--- src/hw/pad_pkg.sv ---
package pad_pkg;

  // nibble driven back onto the console data lines
  typedef logic [3:0] nibble_t;

  // console pad word, active low
  // 15:12 unused, 11:8 high buttons, 7:4 dpad, 3:0 run/select/II/I
  typedef logic [15:0] pad_word_t;

  // multitap port counter, wraps at 8
  typedef logic [2:0] port_idx_t;

  // word seen on an empty port or a pad with nothing pressed
  localparam pad_word_t PAD_WORD_IDLE = 16'h0FFF;

  // raw buttons of one player, active high
  typedef struct packed {
    logic b6;
    logic b5;
    logic b4;
    logic b3;
    logic start;
    logic select;
    logic b2;
    logic b1;
    logic up;
    logic down;
    logic left;
    logic right;
  } pad_buttons_t;

  // console side of the pad bus
  typedef struct packed {
    logic clr;
    logic sel;
  } pad_bus_t;

  // turbo speed for buttons I and II
  typedef enum logic [1:0] {
    rate_off    = 2'd0,
    rate_slow   = 2'd1,
    rate_fast   = 2'd2,
    rate_steady = 2'd3
  } turbo_rate_e;

  // static user settings
  typedef struct packed {
    logic        turbo_tap_enable;
    logic        button6_enable;
    turbo_rate_e button1_rate;
    turbo_rate_e button2_rate;
  } pad_settings_t;

endpackage
--- src/hw/pad_multitap.sv ---
`timescale 1ns/1ps

module pad_multitap
  import pad_pkg::*;
#(
  parameter int NUM_PADS = 4
) (
  input  logic          clk_sys_42_95,
  input  logic          rst,
  input  pad_buttons_t  pads [NUM_PADS],
  input  pad_settings_t settings,
  input  pad_bus_t      bus,
  output nibble_t       joy_in
);

  // registered bus levels and edges
  logic      clr_level;
  logic      sel_level;
  logic      clr_rise;
  logic      sel_rise;
  // turbo gates shared by every pad
  logic      turbo1_gate;
  logic      turbo2_gate;
  // one console word per attached pad
  pad_word_t word_bus [NUM_PADS];

  // bus sampling and turbo timing
  pad_bus_front u_front (
    .clk_sys_42_95 (clk_sys_42_95),
    .rst           (rst),
    .bus           (bus),
    .button1_rate  (settings.button1_rate),
    .button2_rate  (settings.button2_rate),
    .clr_level     (clr_level),
    .sel_level     (sel_level),
    .clr_rise      (clr_rise),
    .sel_rise      (sel_rise),
    .turbo1_gate   (turbo1_gate),
    .turbo2_gate   (turbo2_gate)
  );

  // one encoder per pad
  for (genvar gi = 0; gi < NUM_PADS; gi++) begin : g_pad
    pad_encoder u_enc (
      .clk_sys_42_95  (clk_sys_42_95),
      .rst            (rst),
      .buttons        (pads[gi]),
      .button6_enable (settings.button6_enable),
      .turbo1_gate    (turbo1_gate),
      .turbo2_gate    (turbo2_gate),
      .word           (word_bus[gi])
    );
  end

  // tap port walk and nibble latch
  multitap_scanner #(
    .NUM_PADS (NUM_PADS)
  ) u_scan (
    .clk_sys_42_95    (clk_sys_42_95),
    .rst              (rst),
    .clr_level        (clr_level),
    .sel_level        (sel_level),
    .clr_rise         (clr_rise),
    .sel_rise         (sel_rise),
    .turbo_tap_enable (settings.turbo_tap_enable),
    .button6_enable   (settings.button6_enable),
    .word_bus         (word_bus),
    .joy_in           (joy_in)
  );

endmodule

--- src/hw/multitap_scanner.sv ---
`timescale 1ns/1ps

module multitap_scanner
  import pad_pkg::*;
#(
  parameter int NUM_PADS = 4
) (
  input  logic      clk_sys_42_95,
  input  logic      rst,
  input  logic      clr_level,
  input  logic      sel_level,
  input  logic      clr_rise,
  input  logic      sel_rise,
  input  logic      turbo_tap_enable,
  input  logic      button6_enable,
  input  pad_word_t word_bus [NUM_PADS],
  output nibble_t   joy_in
);

  // current multitap port
  port_idx_t port;
  // high-button phase of six-button pads
  logic      high_phase;
  // word of the selected port
  pad_word_t cur_word;
  // which nibble of cur_word goes out
  logic [1:0] nib_sel;
  nibble_t   nib_next;

  // port mux, unpopulated ports read idle
  always_comb begin
    cur_word = PAD_WORD_IDLE;
    for (int i = 0; i < NUM_PADS; i++) begin
      if (port == port_idx_t'(i)) begin
        cur_word = word_bus[i];
      end
    end
  end

  // 0 run/sel/II/I, 1 dpad, 2 III..VI, 3 always 0
  assign nib_sel  = {high_phase, sel_level};
  assign nib_next = cur_word[{nib_sel, 2'b00} +: 4];

  // port stepping and phase
  always_ff @(posedge clk_sys_42_95) begin
    if (rst) begin
      port       <= '0;
      high_phase <= 1'b0;
    end else if (clr_level) begin
      // CLR rewinds the tap to the first pad
      port <= '0;
      if (clr_rise) begin
        // alternate scans only with six-button pads
        high_phase <= ~high_phase & button6_enable;
      end
    end else if (sel_rise && turbo_tap_enable) begin
      // wraps past 7
      port <= port + port_idx_t'(1);
    end
  end

  // nibble latch back to the console
  always_ff @(posedge clk_sys_42_95) begin
    if (rst) begin
      joy_in <= '0;
    end else if (clr_level) begin
      // held at zero for the whole CLR pulse
      joy_in <= '0;
    end else begin
      joy_in <= nib_next;
    end
  end

  // console must see all lines low right after CLR
  a_clr_zero: assert property (
    @(posedge clk_sys_42_95) disable iff (rst)
    clr_level |=> (joy_in == '0)
  );

endmodule

--- src/hw/pad_encoder.sv ---
`timescale 1ns/1ps

module pad_encoder
  import pad_pkg::*;
(
  input  logic         clk_sys_42_95,
  input  logic         rst,
  input  pad_buttons_t buttons,
  input  logic         button6_enable,
  input  logic         turbo1_gate,
  input  logic         turbo2_gate,
  output pad_word_t    word
);

  // turbo contributions from III and IV
  logic      turbo_i;
  logic      turbo_ii;
  // buttons I and II after merging turbo
  logic      btn_i;
  logic      btn_ii;
  // next console word, still active high
  pad_word_t word_hi;

  always_comb begin
    // III and IV act as turbo I and II only in two-button mode
    turbo_i  = ~button6_enable & buttons.b3 & turbo1_gate;
    turbo_ii = ~button6_enable & buttons.b4 & turbo2_gate;
    btn_i    = buttons.b1 | turbo_i;
    btn_ii   = buttons.b2 | turbo_ii;
  end

  always_comb begin
    // unused top nibble reads as pressed, so the inverse gives 0
    word_hi[15:12] = 4'hF;
    // high buttons for the six-button phase
    word_hi[11]    = buttons.b6;
    word_hi[10]    = buttons.b5;
    word_hi[9]     = buttons.b4;
    word_hi[8]     = buttons.b3;
    // dpad nibble, console order
    word_hi[7]     = buttons.left;
    word_hi[6]     = buttons.down;
    word_hi[5]     = buttons.right;
    word_hi[4]     = buttons.up;
    // run, select, II, I
    word_hi[3]     = buttons.start;
    word_hi[2]     = buttons.select;
    word_hi[1]     = btn_ii;
    word_hi[0]     = btn_i;
  end

  // console wants active low
  always_ff @(posedge clk_sys_42_95) begin
    if (rst) begin
      // nothing pressed
      word <= PAD_WORD_IDLE;
    end else begin
      word <= ~word_hi;
    end
  end

endmodule

--- src/hw/pad_bus_front.sv ---
`timescale 1ns/1ps

module pad_bus_front
  import pad_pkg::*;
(
  input  logic        clk_sys_42_95,
  input  logic        rst,
  input  pad_bus_t    bus,
  input  turbo_rate_e button1_rate,
  input  turbo_rate_e button2_rate,
  output logic        clr_level,
  output logic        sel_level,
  output logic        clr_rise,
  output logic        sel_rise,
  output logic        turbo1_gate,
  output logic        turbo2_gate
);

  // registered bus and the value one cycle older
  pad_bus_t   bus_q;
  pad_bus_t   bus_prev;
  // counts CLR rises, drives the turbo gates
  logic [3:0] scan_cnt;

  // gate for one turbo button
  // slow toggles every 4 scans, fast every 2
  function automatic logic rate_gate(input turbo_rate_e rate, input logic [3:0] cnt);
    case (rate)
      rate_slow: rate_gate = cnt[2];
      rate_fast: rate_gate = cnt[1];
      // off and steady leave the button held
      default:   rate_gate = 1'b1;
    endcase
  endfunction

  always_ff @(posedge clk_sys_42_95) begin
    if (rst) begin
      bus_q    <= '0;
      bus_prev <= '0;
    end else begin
      bus_q    <= bus;
      bus_prev <= bus_q;
    end
  end

  // levels straight from the first register stage
  assign clr_level = bus_q.clr;
  assign sel_level = bus_q.sel;

  // one cycle pulses on low to high of the registered levels
  assign clr_rise = bus_q.clr & ~bus_prev.clr;
  assign sel_rise = bus_q.sel & ~bus_prev.sel;

  // scan counter, one step per CLR rise
  always_ff @(posedge clk_sys_42_95) begin
    if (rst) begin
      scan_cnt <= '0;
    end else if (clr_rise) begin
      scan_cnt <= scan_cnt + 4'd1;
    end
  end

  assign turbo1_gate = rate_gate(button1_rate, scan_cnt);
  assign turbo2_gate = rate_gate(button2_rate, scan_cnt);

  // turbo phase only ever moves on a console scan
  a_cnt_on_scan: assert property (
    @(posedge clk_sys_42_95) disable iff (rst)
    (scan_cnt != $past(scan_cnt)) |-> ($past(clr_rise) || $past(rst))
  );

endmodule

--- config.mk ---
export PLATFORM = sky130hd
export DESIGN_NAME = pad_multitap
export DESIGN_NICKNAME = d
export VERILOG_FILES = /design/src/hw/pad_pkg.sv /design/src/hw/pad_multitap.sv /design/src/hw/multitap_scanner.sv /design/src/hw/pad_encoder.sv /design/src/hw/pad_bus_front.sv
export SDC_FILE = /design/constraint.sdc
export NUM_CORES = 1
export LEC_CHECK = 0
export ABC_AREA = 1
export CAP_MARGIN = 20
export CORE_MARGIN = 2
export CORE_UTILIZATION = 49
export DETAILED_ROUTE_END_ITERATION = 6
export DONT_BUFFER_PORTS = 1
export GPL_ROUTABILITY_DRIVEN = 0
export PLACE_DENSITY = 0.65
export SETUP_SLACK_MARGIN = 0.1
export SLEW_MARGIN = 20
export SYNTH_ARGS = -nofsm -noshare
export SYNTH_HDL_FRONTEND = slang
export SYNTH_HIERARCHICAL = 1
export SYNTH_SLANG_ARGS = --single-unit
--- constraint.sdc ---
create_clock -name clk_sys_42_95 -period 2.2 [get_ports clk_sys_42_95]
set_input_delay 0.55 -clock clk_sys_42_95 [delete_from_list [all_inputs] [get_ports clk_sys_42_95]]
set_output_delay 0.55 -clock clk_sys_42_95 [all_outputs]
set_load 0.02 [all_outputs]
# After elaboration in Yosys (flattened, before gate mapping)
# Index checks and enable logic that the tools add are counted.
word_totals:
  ff_bits: 80
  elab_cells: 67
op_classes:
  shifts: 1
  bitwise_logic: 35
  reduce_logical: 4
  eq_ne: 7
  n_mux: 6
  n_addsub: 2
op_table:
  columns: ["cell", "n"]
  rows:
  - ["16-bit two-way mux", 4]
  - ["16-bit NOT", 4]
  - ["1-bit AND", 19]
  - ["16-bit by 5-bit variable part select with 4-bit output", 1]
  - ["1-bit bitwise OR", 8]
  - ["3-bit by 2-bit equality test with 1-bit output, second input constant", 2]
  - ["4-bit by 1-bit adder with 4-bit output, second input constant", 1]
  - ["2-bit by 1-bit equality test with 1-bit output, second input constant", 2]
  - ["2-bit equality test, second input constant", 2]
  - ["1-bit NOT", 4]
  - ["1-bit one-hot mux with 2 select lines", 2]
  - ["3-bit by 1-bit adder with 3-bit output, second input constant", 1]
  - ["3-bit by 1-bit equality test with 1-bit output, second input constant", 1]
  - ["3-bit zero test", 1]
  - ["2-bit AND reduction", 1]
  - ["2-bit OR reduction", 1]
  - ["1-bit logical AND", 1]

# Depth between registers and ports, before layout
logic_depth:
  word_depth: 6
  depth_mapped: 13

# Modules after synthesis
# Netlist, hierarchy kept.
by_module_without_submodules:
  columns: ["module", "cells_each", "n_inst", "area_per_inst_um2", "seq_area_each_um2"]
  rows:
  - ["pad_encoder", 38, 4, 362.8, 240.2]
  - ["multitap_scanner", 258, 1, 1260.0, 160.2]
  - ["pad_bus_front", 49, 1, 356.6, 140.1]

# Worst setup path before layout
# Ideal clock, no wire load.
synth_timing:
  path_kind: "register -> register"
  from: "register u_scan.port[2]"
  to: "register u_scan.joy_in[3]"
  path_slack_ns: 0.462
  stages_incl_launch_ff: 14
  setup_ns: 0.113
  arrival_ns: 1.626
  required_ns: 2.087
  path_cell_list: "dfxtp_1 > inv_2 > buf_6 > buf_6 > ha_1 > inv_1 > clkbuf_1 > nand2_1 > inv_1 > nand2_1 > nand2_1 > nand2_1 > nor2_1 > nor2_1"
synth_via:
  elab_chain_len: 6
  elab_cells_between_ends: 9
  cone_classes: "3 x eq/ne; 1 x shift; 4 x mux; 1 x reduce/logical"
synth_lines:
  columns: ["element", "line_no", "source"]
  rows:
  - ["start, declared", "multitap_scanner.sv:21", "port_idx_t port;"]
  - ["start signal, assigned", "multitap_scanner.sv:58", "port <= port + port_idx_t'(1);"]
  - ["3-bit zero test", "multitap_scanner.sv:34", "if (port == port_idx_t'(i)) begin"]
  - ["16-bit two-way mux (3 in series)", "multitap_scanner.sv:34", null]
  - ["16-bit two-way mux (*)", "multitap_scanner.sv:34", null]
  - ["16-bit by 5-bit variable part select with 4-bit output (*)", "multitap_scanner.sv:42", "assign nib_next = cur_word[{nib_sel, 2'b00} +: 4];"]
  - ["end signal, assigned", "multitap_scanner.sv:70", "joy_in <= nib_next;"]
  - ["end, declared", "multitap_scanner.sv:17", "output nibble_t joy_in"]
# Mark *: on every way between the ends. The rest lies on a longest branch, timed or not.
# A chain may end at the register's enable or synchronous reset.

# Worst setup path in the final report
layout_timing:
  from: "register u_scan.port[1]"
  to: "register u_scan.joy_in[2]"
# The elaborated chain is that of the path after synthesis.

==> summary.txt <==
Clock tree
  – Cts bufs inserted: 9
  – Clock net sink count: 63
  – Clock Tree Root: clkbuf_8
  – CTS tree: yes
  – Clock slew at reported path FFs: 0.07 ns
  – Clk_lat worst skew: 0.33 ns
  – Clock buffer depth: 2
  – H-tree depth: 3
  – Hold buffers post-CTS: 0

Layout
  – Filler Cell Count: 614
  – Layout cell share with drive strength beyond 1: 7.42%
  – Layout area overhead: 4.53%
  – Area of the multi-input gates: 0.00134 mm2
  – Final nets: 521
  – N_diodes: 0
  – Register area: 0.00126 mm2

Power and ir drop
  – VDD IR max: 0.408 mV
  – Power Total: 2500 uW
  – Pwr Density: 778 mW/mm2
  – Leak: 0.00177 uW

Yosys
  – Post-Syn Instances: 459
  – Yosys reg bits: 63
  – Mapped Area: 0.00307 mm2
  – Top cells by area, synth: dfxtp_1, nand2_1, inv_1, nor2_1, nand3_1
  – Avg Cell Area, Syn: 6.68 um2
  – Syn. warnings: 6
  – Area leader, netlist: dfxtp_1
  – Seq/Total Area, Yosys: 41.1%
  – Netlist cell types: 22
  – Yosys top cell area share: 41.1%

Flow run
  – Max-cap violations: 0

Min path
  – Hold Path Class: in -> reg

Routing
  – Routed vias/inst: 4.58
  – Routed Antenna Nets: 0
  – Routed WL per cell: 11.6 um
  – DR vias: 2,442
  – DR pass1 iterations: 5
  – Routed WL: 6170 um
  – Remaining DRCs: 0
  – First DRT Iteration DRCs: 117

GRT
  – Number of global-route vias before repair: 2,492
  – GRT Overall Usage: 19.6%
  – Largest net degree at the start of global routing: 33
  – First-pass GRT wire length: 10,800 um
  – Gr ovfl total: 0
  – Initial antenna violation count: 0

Timing
  – Worst Skew: 0.00789 ns
  – Fmax: 555 MHz
  – Final setup violation count: 0
  – Pins Over Slew Limit: 0
  – Final period demand of the worst path: 1.80 ns
  – Final period util: 81.9%
  – Worst-Margin Slew: 0.538 ns
  – Fin. Hold Viols: 0
  – RSZ-0062 raised after global routing: false
  – Normalized max-slew margin: 64.0%
  – TNS Setup: 0 ns

Run status
  – Status: finished clean

Floorplanning
  – Die area: 0.00691 mm2
  – Area of the core: 0.00599 mm2
  – Die Wd: 83.1 um
  – Initial Util: 51.2%
  – Die height: 83.1 um
  – Row Count: 28
  – I/O pin count: 62

Setup path
  – Kind of critical path: reg -> reg
  – CP arrival: 2.02 ns
  – Worst-path fanout max: 15
  – Crit end category: register
  – CP max-delay cell: ha_2
  – CP required: 2.42 ns
  – Cells along the critical path: inv_1, ha_2, inv_2, nor2_4, nand2_1, nand3_1, nand2_1, nand2_1, nand2_1, nor2_1, nor2_1
  – Crit path largest cell delay: 0.35 ns
  – Worst Setup Start Kind: register
  – Cell mode on critical path: nand2_1

Place
  – Hpwl dp: 4640 um
  – Number of port buffers: 0
## report_power, final
| part | internal, uW | switching (uW) | leakage, uW |
|---|---|---|---|
| Clock | 582 | 432 | 0.000105 |
| Combinational | 85.1 | 153 | 0.00114 |
| Sequential | 1210 | 37.2 | 0.000525 |
| Total | 1870 | 623 | 0.00177 |
## final timing paths
| path | start | endpoint | slack [ns] | cells past startpoint |
|---|---|---|---|---|
| worst max-delay path | u_scan/port[1] | u_scan/joy_in[2] | 0.40 | 11 |
| worst min register to register | u_front/scan_cnt[0] | u_front/scan_cnt[0] | 0.53 | 2 |
| worst min-delay path | rst | u_front/bus_prev[1] | 0.28 | 1 |
| worst max register to register | u_scan/port[1] | u_scan/joy_in[2] | 0.40 | 11 |
## synthesized netlist by cell type
master,instances
nand2_1,154
inv_1,65
dfxtp_1,63
nor2_1,57
nand3_1,40
buf_4,18
a21oi_1,10
ha_1,10
inv_2,8
buf_6,7
o21ai_0,7
conb_1,4
buf_2,3
clkbuf_1,3
nand2_2,2
nor2_4,2
a211oi_1,1
clkbuf_2,1
nand3_2,1
nand4_1,1
o21ai_1,1
or2_2,1
## sequential cells by signal (all words and copies together), names as in the netlist
register and cells:
g_pad.u_enc/word 48, u_scan/joy_in 4, u_front/scan_cnt 3, u_scan/port 3, u_front/bus_prev 2, u_front/clr_level 1
u_front/sel_level 1, u_scan/high_phase 1
## cells in the final DEF, fill, tap and decap left out, drive strengths merged
master and count:
a211oi 1, a21oi 10, buf 3, bufinv 1, clkbuf 11, clkinv 3
clkinvlp 1, conb 16, dfxtp 63, ha 10, inv 73, nand2 156
nand3 41, nand4 1, nor2 59, o21ai 8, or2 1
## per-layer routing
metal | wire (um) | up-vias | share of wire, % | global-route usage [%]
li1 | - | 1317 | - | -
met1 | 2710 | 1059 | 44 | 22.9
met2 | 3020 | 56 | 49 | 33.7
met3 | 330 | 10 | 5.4 | 6.06
met4 | 103 | 0 | 1.7 | 7.15
met5 | 0 | - | 0 | 0
## what timing repair did
item | CTS | global route
buffers inserted | 0 | 0
endpoints found under the setup margin | 0 | 4
gates resized for setup | 0 | 1
endpoints found under the hold margin | 0 | 0
## cells by family (layout without fill, tap and decap cells)
group	Yosys count	count (layout)	synth area share, %
compound gates	19	19	3.18
fa+ha+maj	10	10	4.08
buf+inv	105	92	16.9
flops	63	63	41.1
other cells	4	16	0.489
simple gates	258	258	34.2
## metrics by stage
stage                     hold slack, ns  setup WS, ns  cell area (um2)  util, %  std cells
final                              0.278         0.398             3210     53.5        533
after global routing               0.259         0.208             3210     53.5        533
after CTS                          0.266         0.219             3200     53.5        533
after detailed placement           0.514         0.246             3000     50.0        517
after global placement             0.498         0.319             3000     50.0        517
after floorplan                    0.437         0.462             3110        -        471
## area by class of cell
type                            instances  share of cell area [%]
Inverter                               73                    8.54
Timing Repair Buffer                    3                    1.09
Multi-Input combinational cell        303                    41.6
Clock buffer                           11                    4.72
Sequential cell                        63                    39.3
Clock inverter                          5                    1.76
Tap cell                               75                    2.93
## worst max-delay path: cells and delay by family (launching register included)
| kind | cells | cell delay (ns) |
|---|---|---|
| adders and majority gates | 1 | 0.35 |
| DFF | 1 | 0.33 |
| and+or+nand+nor | 8 | 0.84 |
| buffers and inverters | 2 | 0.16 |
(Power assumes the default switching activity.)
